### config.mk
export PLATFORM = sky130hd
export DESIGN_NAME = normUnit
export DESIGN_NICKNAME = d
export VERILOG_FILES = /design/src/hw/normUnitPkg.sv /design/src/hw/normBus.sv /design/src/hw/normUnit.sv /design/src/hw/normExecute.sv /design/src/hw/normIssue.sv /design/src/hw/barrelShift32.sv /design/src/hw/LeadCountS32.sv
export VERILOG_INCLUDE_DIRS = /design/src /design/src/hw
export SDC_FILE = /design/constraint.sdc
export NUM_CORES = 1
export LEC_CHECK = 0
export ABC_AREA = 1
export BUFFER_PORTS_ARGS = -buffer_cell sky130_fd_sc_hd__buf_4
export CAP_MARGIN = 20
export CORE_UTILIZATION = 45
export DETAILED_ROUTE_END_ITERATION = 16
export MAX_ROUTING_LAYER = met4
export PLACE_DENSITY = 0.63
export SLEW_MARGIN = 15
export SYNTH_ARGS = -nofsm -noshare
export SYNTH_HDL_FRONTEND = slang
export SYNTH_HIERARCHICAL = 1
export SYNTH_SLANG_ARGS = --single-unit
export TNS_END_PERCENT = 50
### constraint.sdc
create_clock -name clk -period 2.25 [get_ports clk]
set_clock_uncertainty 0.1 [all_clocks]
set_input_delay 0.1125 -clock clk [delete_from_list [all_inputs] [get_ports clk]]
set_output_delay 0.1125 -clock clk [all_outputs]
set_load 0.005 [all_outputs]
### src/hw/normUnit_defs.svh
`ifndef NORM_UNIT_DEFS_SVH
`define NORM_UNIT_DEFS_SVH

// ----------------------------------------------------------
// Datapath widths of the normalize unit
// ----------------------------------------------------------
`define NU_DATA_W  32 // Operand and result width
`define NU_SHAMT_W 5  // Shift amount, covers 0..31
`define NU_COUNT_W 6  // Leading count, covers 1..32

`endif
### src/hw/normUnitPkg.sv
package normUnitPkg;

	// ----------------------------------------------------------
	// Operation codes
	// ----------------------------------------------------------
	typedef enum logic [2:0] {
		OP_CLS  = 3'd0, // Count leading sign bits
		OP_CLZ  = 3'd1, // Count leading zeros, 0 for negative
		OP_NORM = 3'd2, // Shift left by count minus one
		OP_SHL  = 3'd3, // Logical left by amount
		OP_SRA  = 3'd4  // Arithmetic right by amount
	} normOp_t;

	// Shifter direction
	typedef enum logic {
		SHIFT_LEFT        = 1'b0, // Zero fill from the right
		SHIFT_RIGHT_ARITH = 1'b1  // Sign fill from the left
	} shiftMode_t;

endpackage

### src/hw/normBus.sv
`include "normUnit_defs.svh"

// One issued operation, issue stage to execute stage
interface normBus;
	logic                       valid;       // One cycle strobe per operation
	normUnitPkg::normOp_t       op;          // Opcode carried along
	logic [`NU_DATA_W-1:0]      operand;     // Raw operand for the shifter
	logic [`NU_DATA_W-1:0]      countResult; // CLS or CLZ value, zero extended
	logic [`NU_SHAMT_W-1:0]     shiftAmount; // Count minus one or input amount
	normUnitPkg::shiftMode_t    shiftMode;   // Left or arithmetic right

	// Fields hold meaning only while valid is high
	modport issue(
		output valid,
		output op,
		output operand,
		output countResult,
		output shiftAmount,
		output shiftMode
	);

	modport execute(
		input valid,
		input op,
		input operand,
		input countResult,
		input shiftAmount,
		input shiftMode
	);
endinterface

### src/hw/normUnit.sv
`include "normUnit_defs.svh"

module normUnit(
	input  logic                   clk,
	input  logic                   rst,
	input  logic                   inValid,   // Request strobe
	input  normUnitPkg::normOp_t   inOp,
	input  logic [`NU_DATA_W-1:0]  inOperand,
	input  logic [`NU_SHAMT_W-1:0] inAmount,  // Used by SHL and SRA
	output logic                   outValid,  // Two edges after inValid
	output logic [`NU_DATA_W-1:0]  outResult
);
	// ----------------------------------------------------------
	// Stage link
	// ----------------------------------------------------------
	normBus issueBus();

	// Stage 1, count and shift setup
	normIssue uIssue(
		.clk       (clk),
		.rst       (rst),
		.inValid   (inValid),
		.inOp      (inOp),
		.inOperand (inOperand),
		.inAmount  (inAmount),
		.bus       (issueBus.issue)
	);

	// Stage 2, shift, select and register
	normExecute uExecute(
		.clk       (clk),
		.rst       (rst),
		.bus       (issueBus.execute),
		.outValid  (outValid),
		.outResult (outResult)
	);
endmodule

### src/hw/normExecute.sv
`include "normUnit_defs.svh"

module normExecute(
	input  logic                  clk,
	input  logic                  rst,
	normBus.execute               bus,
	output logic                  outValid,
	output logic [`NU_DATA_W-1:0] outResult
);
	logic [`NU_DATA_W-1:0] shiftedValue; // Shifter output
	logic [`NU_DATA_W-1:0] resultNext;   // Selected result
	logic                  isCount;      // CLS or CLZ in flight

	// ----------------------------------------------------------
	// Shift and select
	// ----------------------------------------------------------
	barrelShift32 uShift(
		.data    (bus.operand),
		.amount  (bus.shiftAmount),
		.mode    (bus.shiftMode),
		.shifted (shiftedValue)
	);

	assign isCount = (bus.op == normUnitPkg::OP_CLS) ||
		(bus.op == normUnitPkg::OP_CLZ);

	// NORM, SHL and SRA all take the shifter
	assign resultNext = isCount ? bus.countResult : shiftedValue;

	// ----------------------------------------------------------
	// Output register
	// ----------------------------------------------------------
	always_ff @(posedge clk)
	begin
		if (rst)
			outValid <= 1'b0;
		else
			outValid <= bus.valid;
	end

	// Result holds its last value between strobes
	always_ff @(posedge clk)
	begin
		if (bus.valid)
			outResult <= resultNext;
	end
endmodule

### src/hw/normIssue.sv
`include "normUnit_defs.svh"

module normIssue(
	input  logic                   clk,
	input  logic                   rst,
	input  logic                   inValid,
	input  normUnitPkg::normOp_t   inOp,
	input  logic [`NU_DATA_W-1:0]  inOperand,
	input  logic [`NU_SHAMT_W-1:0] inAmount,
	normBus.issue                  bus
);
	logic [`NU_COUNT_W-1:0]  leadCount;  // L of the incoming operand
	logic [`NU_DATA_W-1:0]   countValue; // CLS or CLZ result
	logic [`NU_SHAMT_W-1:0]  amountNext; // Shift amount for execute
	normUnitPkg::shiftMode_t modeNext;   // Shift direction for execute

	LeadCountS32 uLeadCount(
		.value  (inOperand),
		.result (leadCount)
	);

	// ----------------------------------------------------------
	// Count result
	// ----------------------------------------------------------
	always_comb
	begin
		countValue = {{(`NU_DATA_W-`NU_COUNT_W){1'b0}}, leadCount};
		// Negative operand has no leading zeros
		if (inOp == normUnitPkg::OP_CLZ && inOperand[`NU_DATA_W-1])
			countValue = '0;
	end

	// ----------------------------------------------------------
	// Shift amount and mode
	// ----------------------------------------------------------
	always_comb
	begin
		amountNext = inAmount; // SHL and SRA use the input amount
		modeNext   = normUnitPkg::SHIFT_LEFT;
		case (inOp)
			// L of 32 wraps to 0 in five bits, so minus one gives 31
			normUnitPkg::OP_NORM: amountNext = leadCount[`NU_SHAMT_W-1:0] - 1'b1;
			normUnitPkg::OP_SRA:  modeNext   = normUnitPkg::SHIFT_RIGHT_ARITH;
			default:              modeNext   = normUnitPkg::SHIFT_LEFT;
		endcase
	end

	// ----------------------------------------------------------
	// Stage register
	// ----------------------------------------------------------
	always_ff @(posedge clk)
	begin
		if (rst)
			bus.valid <= 1'b0;
		else
			bus.valid <= inValid;
	end

	// Payload only loads on a request
	always_ff @(posedge clk)
	begin
		if (inValid)
		begin
			bus.op          <= inOp;
			bus.operand     <= inOperand;
			bus.countResult <= countValue;
			bus.shiftAmount <= amountNext;
			bus.shiftMode   <= modeNext;
		end
	end
endmodule

### src/hw/barrelShift32.sv
`include "normUnit_defs.svh"

module barrelShift32(
	input  logic [`NU_DATA_W-1:0]  data,
	input  logic [`NU_SHAMT_W-1:0] amount,
	input  normUnitPkg::shiftMode_t mode,
	output logic [`NU_DATA_W-1:0]  shifted
);
	// ----------------------------------------------------------
	// Logarithmic stages of 1, 2, 4, 8 and 16
	// ----------------------------------------------------------
	logic [`NU_DATA_W-1:0] stage [0:`NU_SHAMT_W]; // Stage 0 is the input
	logic                  signBit;               // Fill for right shifts

	assign signBit  = data[`NU_DATA_W-1]; // Stays on top through all right stages
	assign stage[0] = data;

	for (genvar s = 0; s < `NU_SHAMT_W; s++)
	begin : gStage
		localparam int stepSize = 1 << s;

		logic [`NU_DATA_W-1:0] leftVal;  // Zero filled
		logic [`NU_DATA_W-1:0] rightVal; // Sign filled

		assign leftVal  = {stage[s][`NU_DATA_W-1-stepSize:0], {stepSize{1'b0}}};
		assign rightVal = {{stepSize{signBit}}, stage[s][`NU_DATA_W-1:stepSize]};

		// Amount bit s enables this stage
		always_comb
		begin
			if (!amount[s])
				stage[s+1] = stage[s];
			else if (mode == normUnitPkg::SHIFT_LEFT)
				stage[s+1] = leftVal;
			else
				stage[s+1] = rightVal;
		end
	end

	assign shifted = stage[`NU_SHAMT_W];
endmodule

### src/hw/LeadCountS32.sv
`include "normUnit_defs.svh"

module LeadCountS32(
	input  logic [`NU_DATA_W-1:0]  value,
	output logic [`NU_COUNT_W-1:0] result
);
	// ----------------------------------------------------------
	// Byte level encoders
	// ----------------------------------------------------------

	// Leading zeros of one byte, only meaningful when byte is not zero
	function automatic logic [2:0] leadZero8(input logic [7:0] b);
		logic [2:0] cnt;
		casez (b)
			8'b1???????: cnt = 3'd0;
			8'b01??????: cnt = 3'd1;
			8'b001?????: cnt = 3'd2;
			8'b0001????: cnt = 3'd3;
			8'b00001???: cnt = 3'd4;
			8'b000001??: cnt = 3'd5;
			8'b0000001?: cnt = 3'd6;
			8'b00000001: cnt = 3'd7;
			default:     cnt = 3'd0; // All zero, masked by hit flag
		endcase
		return cnt;
	endfunction

	// Pick the topmost byte with a hit and prefix its byte offset
	function automatic logic [`NU_COUNT_W-1:0] mergeBytes(
		input logic [3:0]  hit,
		input logic [11:0] cnt
	);
		logic [`NU_COUNT_W-1:0] total;
		total = 6'd32; // No hit anywhere, whole word equal
		// Later iterations override, so the top byte wins
		for (int i = 0; i < 4; i++)
		begin
			if (hit[i])
				total = {1'b0, 2'(3 - i), cnt[3*i +: 3]};
		end
		return total;
	endfunction

	// ----------------------------------------------------------
	// Per byte results for both polarities
	// ----------------------------------------------------------
	logic [3:0]  zeroHit;  // Byte holds a one
	logic [3:0]  oneHit;   // Byte holds a zero
	logic [11:0] zeroCnt;  // Leading zeros per byte, 3 bits each
	logic [11:0] oneCnt;   // Leading ones per byte, 3 bits each

	for (genvar i = 0; i < 4; i++)
	begin : gByte
		assign zeroHit[i]        = |value[8*i +: 8];
		assign oneHit[i]         = ~&value[8*i +: 8];
		assign zeroCnt[3*i +: 3] = leadZero8(value[8*i +: 8]);
		// Leading ones are leading zeros of the inverted byte
		assign oneCnt[3*i +: 3]  = leadZero8(~value[8*i +: 8]);
	end

	// ----------------------------------------------------------
	// Word level merge
	// ----------------------------------------------------------
	logic [`NU_COUNT_W-1:0] zeroLead; // Leading zeros of the word
	logic [`NU_COUNT_W-1:0] oneLead;  // Leading ones of the word

	assign zeroLead = mergeBytes(zeroHit, zeroCnt);
	assign oneLead  = mergeBytes(oneHit, oneCnt);

	// Sign bit picks the polarity, giving L in 1..32
	assign result = value[`NU_DATA_W-1] ? oneLead : zeroLead;
endmodule

Word-level counts from Yosys, hierarchy flattened
Index checks and enable logic that the tools add are counted.

Register bits after elaboration: 107. Latch bits: 0. RAM bits: 0. Memory bits (read-only): 0. Input bits: 43. Output and inout bits: 33. Word-level logic and storage cells: 115. Memories: 0.

$add $sub $neg: 1. Multipliers: 0. Div/mod/pow operators: 0. Order comparisons: 0. Equality and inequality tests: 60. Shift operators: 0. Multiplexer cells: 30. Bitwise logic cells: 4. Reductions and logical operators: 11.

Operators by type and width (count): $mux W32 (11); $pmux W3 S7 (8); $eq A8 B1 Y1 const B (8); $eq A7 B1 Y1 const B (8); $mux W6 (9); $eq A6 B1 Y1 const B (8); $eq A5 B1 Y1 const B (8); $eq A4 B1 Y1 const B (8); $not A8 Y8 (4); $reduce_and A8 Y1 (4); $reduce_or A8 Y1 (4); $eq A3 B1 Y1 const B (10); $eq A2 B1 Y1 const B (8); $mux W5 (1); $sub A5 B1 Y5 const B (1); $eq A3 B2 Y1 const B (1); $eq A3 B3 Y1 const B (1); $logic_not A3 Y1 (1); $logic_and A1 B1 Y1 (1); $logic_or A1 B1 Y1 (1); $mux W1 (1).

Logic depth before layout (Yosys ltp)
Gate-level depths: netlist (run 1).

Depth after elaboration: 11. Gate-level depth with buffers: 17. Depth with buffers taken out: 17.

Hierarchy
The synthesis (run 1) kept the hierarchy.

Modules (own cells, without submodules): barrelShift32 (times used 1, cells each 674, area each 2882.8 sq um, sequential area each 0.0 sq um); normIssue (times used 1, cells each 119, area each 1875.5 sq um, sequential area each 1431.4 sq um); normExecute (times used 1, cells each 141, area each 1463.9 sq um, sequential area each 980.9 sq um); LeadCountS32 (times used 1, cells each 224, area each 962.2 sq um, sequential area each 0.0 sq um).

Least setup slack after synthesis (run 1)
No wires, ideal clock.

Path kind: register to register. From: register uIssue.bus.shiftMode. To: register uExecute.outResult[28] (data pin). Library setup time: 0.258 ns. Data arrival time: 1.627 ns. Required time: 1.892 ns. Path slack: 0.265 ns. Cell stages (with the launch flop): 15. Period minus slack after synthesis: 1.985 ns. Cells stage by stage: edfxtp_1 -> buf_4 -> buf_6 -> nand3_1 -> nand3_2 -> nand2_1 -> nand3_1 -> o21ai_1 -> nand3_1 -> nand2_1 -> nand2_1 -> nor2_1 -> a21oi_1 -> o21ai_0 -> nand2_1.

Longest elaborated chain between the ends: 11.

RTL lines: start: declaration (line normBus.sv:19) `output shiftMode`; start signal: assignment (line normIssue.sv:68) `bus.shiftMode <= modeNext;`; $mux W32 (line barrelShift32.sv:33) `else if (mode == normUnitPkg::SHIFT_LEFT)`; $mux W32 (line barrelShift32.sv:31) `if (!amount[s])`; $mux W32 (line barrelShift32.sv:33); $mux W32 (line barrelShift32.sv:31); $mux W32 (line barrelShift32.sv:33); $mux W32 (line barrelShift32.sv:31); $mux W32 (line barrelShift32.sv:33); $mux W32 (line barrelShift32.sv:31); $mux W32 (line barrelShift32.sv:33); $mux W32 * (line barrelShift32.sv:31); net uExecute.shiftedValue[28] (line normExecute.sv:10) `` logic [`NU_DATA_W-1:0] shiftedValue; ``; $mux W32 * (line normExecute.sv:28) `assign resultNext = isCount ? bus.countResult : shiftedValue;`; net uExecute.resultNext[28] (line normExecute.sv:11) `` logic [`NU_DATA_W-1:0] resultNext; ``; end signal: assignment (line normExecute.sv:45) `outResult <= resultNext;`; end: declaration (line normExecute.sv:8) `` output logic [`NU_DATA_W-1:0] outResult ``.

Mark *: on every way through the listed nets, which the timed path passes. The rest lies on a longest branch. A chain may end at the register's enable or synchronous reset.

Worst setup path in the final report (run 1)
From: register uIssue.bus.shiftMode. To: register uExecute.outResult[4] (data pin).

The elaborated chain is that of the path after synthesis.

==> results of run 1 <==
==> how the worst max path moves through the flow <==
stage,cells after the start,endpoint
floorplan,14,uExecute/outResult[28]
global placement,15,uExecute/outResult[2]
detailed placement,15,uExecute/outResult[2]
CTS,17,uExecute/outResult[26]
global route,18,uExecute/outResult[25]
finish,16,uExecute/outResult[4]
==> power by group through the flow <==
stage	Combinational (W)	Clock, W	Sequential, W
after CTS	0.00211	0.00155	0.00190
after global placement	0.00177	0	0.00193
after global routing	0.00257	0.00160	0.00192
final	0.00233	0.00150	0.00190
after detailed placement	0.00178	0	0.00193
after floorplan	0.00115	0	0.00191
==> sequential cells by signal, indices dropped and copies added (netlist names) <==
| signal | cells |
|---|---|
| uIssue/bus.shiftAmount | 5 |
| uExecute/outResult | 32 |
| uIssue/bus.op | 2 |
| uIssue/bus.valid | 1 |
| uIssue/bus.operand | 32 |
| uExecute/outValid | 1 |
| uIssue/bus.countResult | 6 |
| uIssue/bus.shiftMode | 1 |
==> routing by layer <==
| metal | global-route usage [%] | routed length [µm] |
|---|---|---|
| met2 | 45.0 | 10500 |
| met5 | - | 0 |
| met1 | 39.1 | 10000 |
| met4 | 11.1 | 624 |
| met3 | 5.55 | 1570 |
==> per-stage QoR <==
stage                     area, µm²  worst slack [ps]  hold slack, ps  cells  TNS (ps)
after global placement         8090              -237             182   1448     -3300
after floorplan                7250               265            83.7   1182         0
after detailed placement       8090              -242             183   1448     -3880
final                         10000              -110            79.7   1520     -1750
after global routing          10000              -247            68.6   1520     -7070
after CTS                      9610             -77.1            56.6   1516      -907
==> final cells by class <==
cell class / count / share of cell area, %
Inverter: 71 / 2.92
Clock inverter: 7 / 0.860
Multi-Input combinational cell: 951 / 50.2
Sequential cell: 80 / 23.7
Timing Repair Buffer: 189 / 17.3
Antenna cell: 1 / 0.0249
Timing Repair inverter: 1 / 0.0748
Clock buffer: 9 / 2.24
Tap cell: 211 / 2.63
==> worst max-delay path, stage by stage (launching register included) <==
cell and delay, ps:
edfxtp_1 440, buf_6 160, buf_12 130, nand2_8 60
inv_8 50, buf_12 140, buf_6 120, nand2_2 70
nand3_4 110, nand2_4 80, nand3_4 100, nand2_1 90
o211ai_1 130, nand2_1 90, nand2_1 50, o21ai_0 90
nand2_1 80
==> what timing repair did <==
action                                 4_1_cts  5_1_grt
buffers inserted                             8        2
endpoints found under the hold margin       41        0
setup endpoints to repair                   30       36
hold buffers                                39        0
gates resized for setup                    154      112
pin swaps                                   55       45
cloned                                       5        1
==> cells in the final DEF (no fill, tap or decap), drive strengths merged <==
cell type    instances
nor2                67
nand2              554
a21o                 1
dlygate4sd3         39
o22ai                1
nor3                11
buf                150
nand3              178
inv                 72
a211oi               1
o21ai               60
conb                26
xnor2                1
clkinv               3
a21oi               27
or2                  1
ha                   1
a31oi                7
o211ai               4
dfxtp                2
nand4               10
clkinvlp             3
edfxtp              78
diode                1
clkbuf               9
a21boi               1
bufinv               1
==> run summary, run 1 <==
run status: finished, violations left
failing checks: setup timing
vias in the first global route: 7457
maximum clock insertion buffer count: 2
post-route ant nets: 0
FP Rows: 45
Pleak: 4.84 nW
VDD IR max: 0.000411 V
yosys warns: 6
hold endpoint: uIssue/bus.countResult[3]
Clock Pin Slew Worst Setup and Hold Paths: 70 ps
worst reg-to-reg setup slack: -110 ps
RSZ-0062 raised after global routing: yes
worst hold start: inOp[0]
arrival time worst endpoint: 2350 ps
CTS tree: yes
Worst setup SP type: flop
Slew HR: 34.6%
Fillers: 1380
total I/O pin count: 76
Tot Pwr: 0.00574 W
clock power share: 26.2%
RD Place Congestion: 0.961
reg2reg path depth: 16
starting DRC count in detailed routing: 653
f_max: 424 MHz
PnR worst setup slack: -110 ps
min cycle time layout: 2360 ps
cell-internal power: 0.00361 W
vias per cell: 5.36
Flop pwr share: 33.1%
Setup CP Type: flop to flop
Area Overhead vs Synth: 40.3%
Die ar.: 0.0164 mm²
multi-input logic area: 0.00504 mm²
syn_area_per_cell: 6.18 µm²
total number of vias: 8148
worst-margin pin slew: 982 ps
WHS Path Cells: 2
final setup fails: 33
final cycle utilization of the critical path: 105%
layout cells sized above 1: 30.3%
Worst Setup SP: uIssue/bus.shiftMode
DIE WIDTH: 128 µm
final slew viol count: 0
Req. time, crit path: 2240 ps
initial antenna violation count: 1
Post-Syn Instances: 1157
sink count of the clock tree: 80
TritonRoute pass-1 iters: 5
mapped cell area: 0.00715 mm²
Starting Density: 46.5%
first-pass GRT wire length: 36.8 mm
class of the worst hold path: input port to flop
Num CTS Buffers: 9
GR Util All Layers: 29.6%
core area: 0.0154 mm²
total grt overflow: 0
switching portion of total power: 37.0%
I/O Buffers: 75
Die Span Y: 128 µm
pin count of the biggest net entering global routing: 48
fin util: 65.3%
final hold violation count: 0
critical path fanouts, max: 7
Routed Wire Length: 22.7 mm
Switch Pwr: 0.00213 W
drt drc: 0
worst reg2reg startpoint: uIssue/bus.shiftMode
Comb pwr share: 40.7%
Crit. End Element: flop
PwrDens: 572 mW/mm²
Reg area: 0.00238 mm²
Root Driver: clkbuf_16
Crit Reg-Reg Endpoint: uExecute/outResult[4]
WL per Instance: 14.9 µm
Max Cap Violations: 0
# nets final: 1347
post-DP HPWL: 16.2 mm
worst skew pair latency: 350 ps
H-tree lvl count: 3
(Power assumes the default switching activity.)
==> run 2: changes to the inputs <==
--- a/config.mk
+++ b/config.mk
@@ -13,6 +13,7 @@
 export DETAILED_ROUTE_END_ITERATION = 16
 export MAX_ROUTING_LAYER = met4
 export PLACE_DENSITY = 0.63
+export SETUP_SLACK_MARGIN = 0.1
 export SLEW_MARGIN = 15
 export SYNTH_ARGS = -nofsm -noshare
 export SYNTH_HDL_FRONTEND = slang
==> run 2 against run 1 <==
Effect of this change: the flow still finishes with violations (setup timing); maximum frequency is 0.59% higher; die area stayed put; sequential cell count stayed put; count of clock-buffer cells in the layout stayed put; core utilization is 0.69 points higher; non-clock buffer count stayed put; routed wire length is 1.5% higher; critical endpoint is now uExecute/outResult[19]; largest cell class unchanged; largest power group unchanged.
==> run summary, run 2 (same netlist as run 1, synthesis figures left out) <==
run status: finished, violations left
failing checks: setup timing
fin util: 66.0% (+0.69 points)
Max Cap Violations: 0 (unchanged)
PwrDens: 572 mW/mm² (about the same)
pin count of the biggest net entering global routing: 48 (unchanged)
most common cell after layout, fill and taps aside: nand2_1
Routed Wire Length: 23.0 mm (+1.5%)
Setup CP Type: flop to flop
commonest cells after routing, fill and taps aside: 453 x nand2_1, 129 x buf_4, 96 x nand2_2, 79 x nand3_1, 78 x edfxtp_1
Crit Reg-Reg Endpoint: uExecute/outResult[19]
# nets final: 1347 (unchanged)
CP peak stage delay: 440 ps (about the same)
GR Util All Layers: 29.8% (+0.19 points)
layout cells sized above 1: 31.7% (+1.5 points)
Crit. End Element: flop
Pleak: 4.85 nW (+0.18%)
Num CTS Buffers: 9 (unchanged)
Area Overhead vs Synth: 41.8%
FP Rows: 45 (unchanged)
dpl ws: -242 ps (unchanged)
Worst setup SP type: flop
Slew HR: 29.9% (-4.7 points)
core area: 0.0154 mm² (unchanged)
final setup fails: 31 (-6.1%)
critical path fanouts, max: 10 (+3)
H-tree lvl count: 3 (unchanged)
worst skew pair latency: 350 ps (about the same)
crit-path cells: buf_6, buf_6, inv_8, buf_12, nand3_1, nand3_2, nand2_1, nand3_4, nand2_2, nand3_4, nand2_1, nand2_2, nand2_1, a21oi_2, o21ai_0, nand2_1
Area after DPL: 0.00809 mm² (unchanged)
starting DRC count in detailed routing: 708 (+8.4%)
sink count of the clock tree: 80 (unchanged)
Starting Density: 46.5% (unchanged)
post-route ant nets: 0 (unchanged)
maximum clock insertion buffer count: 2 (unchanged)
WL per Instance: 15.1 µm (+1.5%)
Clock Pin Slew Worst Setup and Hold Paths: 70 ps (about the same)
drt drc: 0 (unchanged)
vias per cell: 5.34 (-0.39%)
biggest registers after layout: uExecute/outResult (32), uIssue/bus.operand (32), uIssue/bus.countResult (6)
hold endpoint: uIssue/bus.shiftAmount[0]
total number of vias: 8111 (-0.45%)
total I/O pin count: 76 (unchanged)
setup TNS: -1890 ps (-146 ps)
hold_ws: 61.8 ps (-17.9 ps)
final hold violation count: 0 (unchanged)
VDD IR max: 0.000409 V (-0.29%)
DIE WIDTH: 128 µm (unchanged)
RD Place Congestion: 0.961 (unchanged)
Die Span Y: 128 µm (unchanged)
first-pass GRT wire length: 37.1 mm (+0.86%)
Root Driver: clkbuf_16
f_max: 426 MHz (+0.59%)
most used cell, CP: nand2_1
post-DP HPWL: 16.2 mm (unchanged)
vias in the first global route: 7519 (+0.83%)
worst reg-to-reg setup slack: -100 ps (about the same)
final slew viol count: 0 (unchanged)
class of the worst hold path: input port to flop
worst hold start: inAmount[0]
Slowest cell on crit path: edfxtp_1
Antenna Cells: 0 (-1)
CTS tree: yes
initial antenna violation count: 0 (-1)
final cycle utilization of the critical path: 104% (-0.61 points)
min cycle time layout: 2350 ps (-13.8 ps)
reg2reg path depth: 16 (unchanged)
Die ar.: 0.0164 mm² (unchanged)
total grt overflow: 0 (unchanged)
WHS Path Cells: 3 (+1)
Final Instance Area: 0.0101 mm² (+1.1%)
Req. time, crit path: 2370 ps (+130 ps)
worst-margin pin slew: 1050 ps (+70.6 ps)
PnR worst setup slack: -96.4 ps (+13.8 ps)
RSZ-0062 raised after global routing: yes
TritonRoute pass-1 iters: 6 (+1)
I/O Buffers: 75 (unchanged)
worst reg2reg startpoint: uIssue/bus.shiftMode
arrival time worst endpoint: 2470 ps (+120 ps)
[run 2: layout make-up]
cell class,instances,area (µm²)
clock buffer,9,225
clock inverter,7,86.3
fill,1372,5230
inverter,71,293
multi-input combinational,951,5150
sequential,80,2380
tap,211,264
timing repair buffer,189,1730
timing repair inverter,1,7.51
[run 2: metal layers]
| metal | global-route usage [%] | part of all wire (%) | up-vias |
|---|---|---|---|
| li1 | - | - | 4026 |
| met1 | 39.5 | 46 | 3754 |
| met2 | 45.8 | 46 | 275 |
| met3 | 5.01 | 5.6 | 56 |
| met4 | 10.9 | 2.8 | 0 |
| met5 | - | 0 | - |
[run 2: per-stage QoR]
stage	std cells	total power, W
floorplan	1182	0.00306
CTS	1516	0.00556
global route	1519	0.00614
finish	1519	0.00580
detailed placement	1448	0.00370
global placement	1448	0.00370
[run 2: worst max-delay path: cells and delay by family, from the launching register on]
kind / cells / cell delay, ps
flip-flops: 1 / 440
AND/OR/NAND/NOR: 10 / 920
buffers and inverters: 4 / 490
AO/OA/AOI/OAI: 2 / 270
[run 2: repair_timing]
| item | CTS | global route |
|---|---|---|
| pin swaps | 56 | 63 |
| gates cloned | 5 | 1 |
| gates resized for setup | 158 | 142 |
| endpoints found under the hold margin | 41 | 0 |
| setup buffers | 8 | 2 |
| hold buffers | 39 | 0 |
| setup endpoints to repair | 32 | 36 |
[run 2: worst max-delay path by stage]
stage	from	end	slack, ps
floorplan	uIssue/bus.shiftMode	uExecute/outResult[28]	270
global placement	uIssue/bus.shiftMode	uExecute/outResult[2]	-240
detailed placement	uIssue/bus.shiftMode	uExecute/outResult[2]	-240
CTS	uIssue/bus.shiftMode	uExecute/outResult[26]	-80
global route	uIssue/bus.shiftMode	uExecute/outResult[25]	-240
finish	uIssue/bus.shiftMode	uExecute/outResult[19]	-100
[run 2: where the power goes]
group / internal, W / switching [W] / total (W) / leakage (nW)
sequential: 0.00181 / 0.0000966 / 0.00190 / 0.751
combinational: 0.000946 / 0.00144 / 0.00239 / 3.95
clock: 0.000883 / 0.000625 / 0.00151 / 0.150
total: 0.00364 / 0.00216 / 0.00580 / 4.85
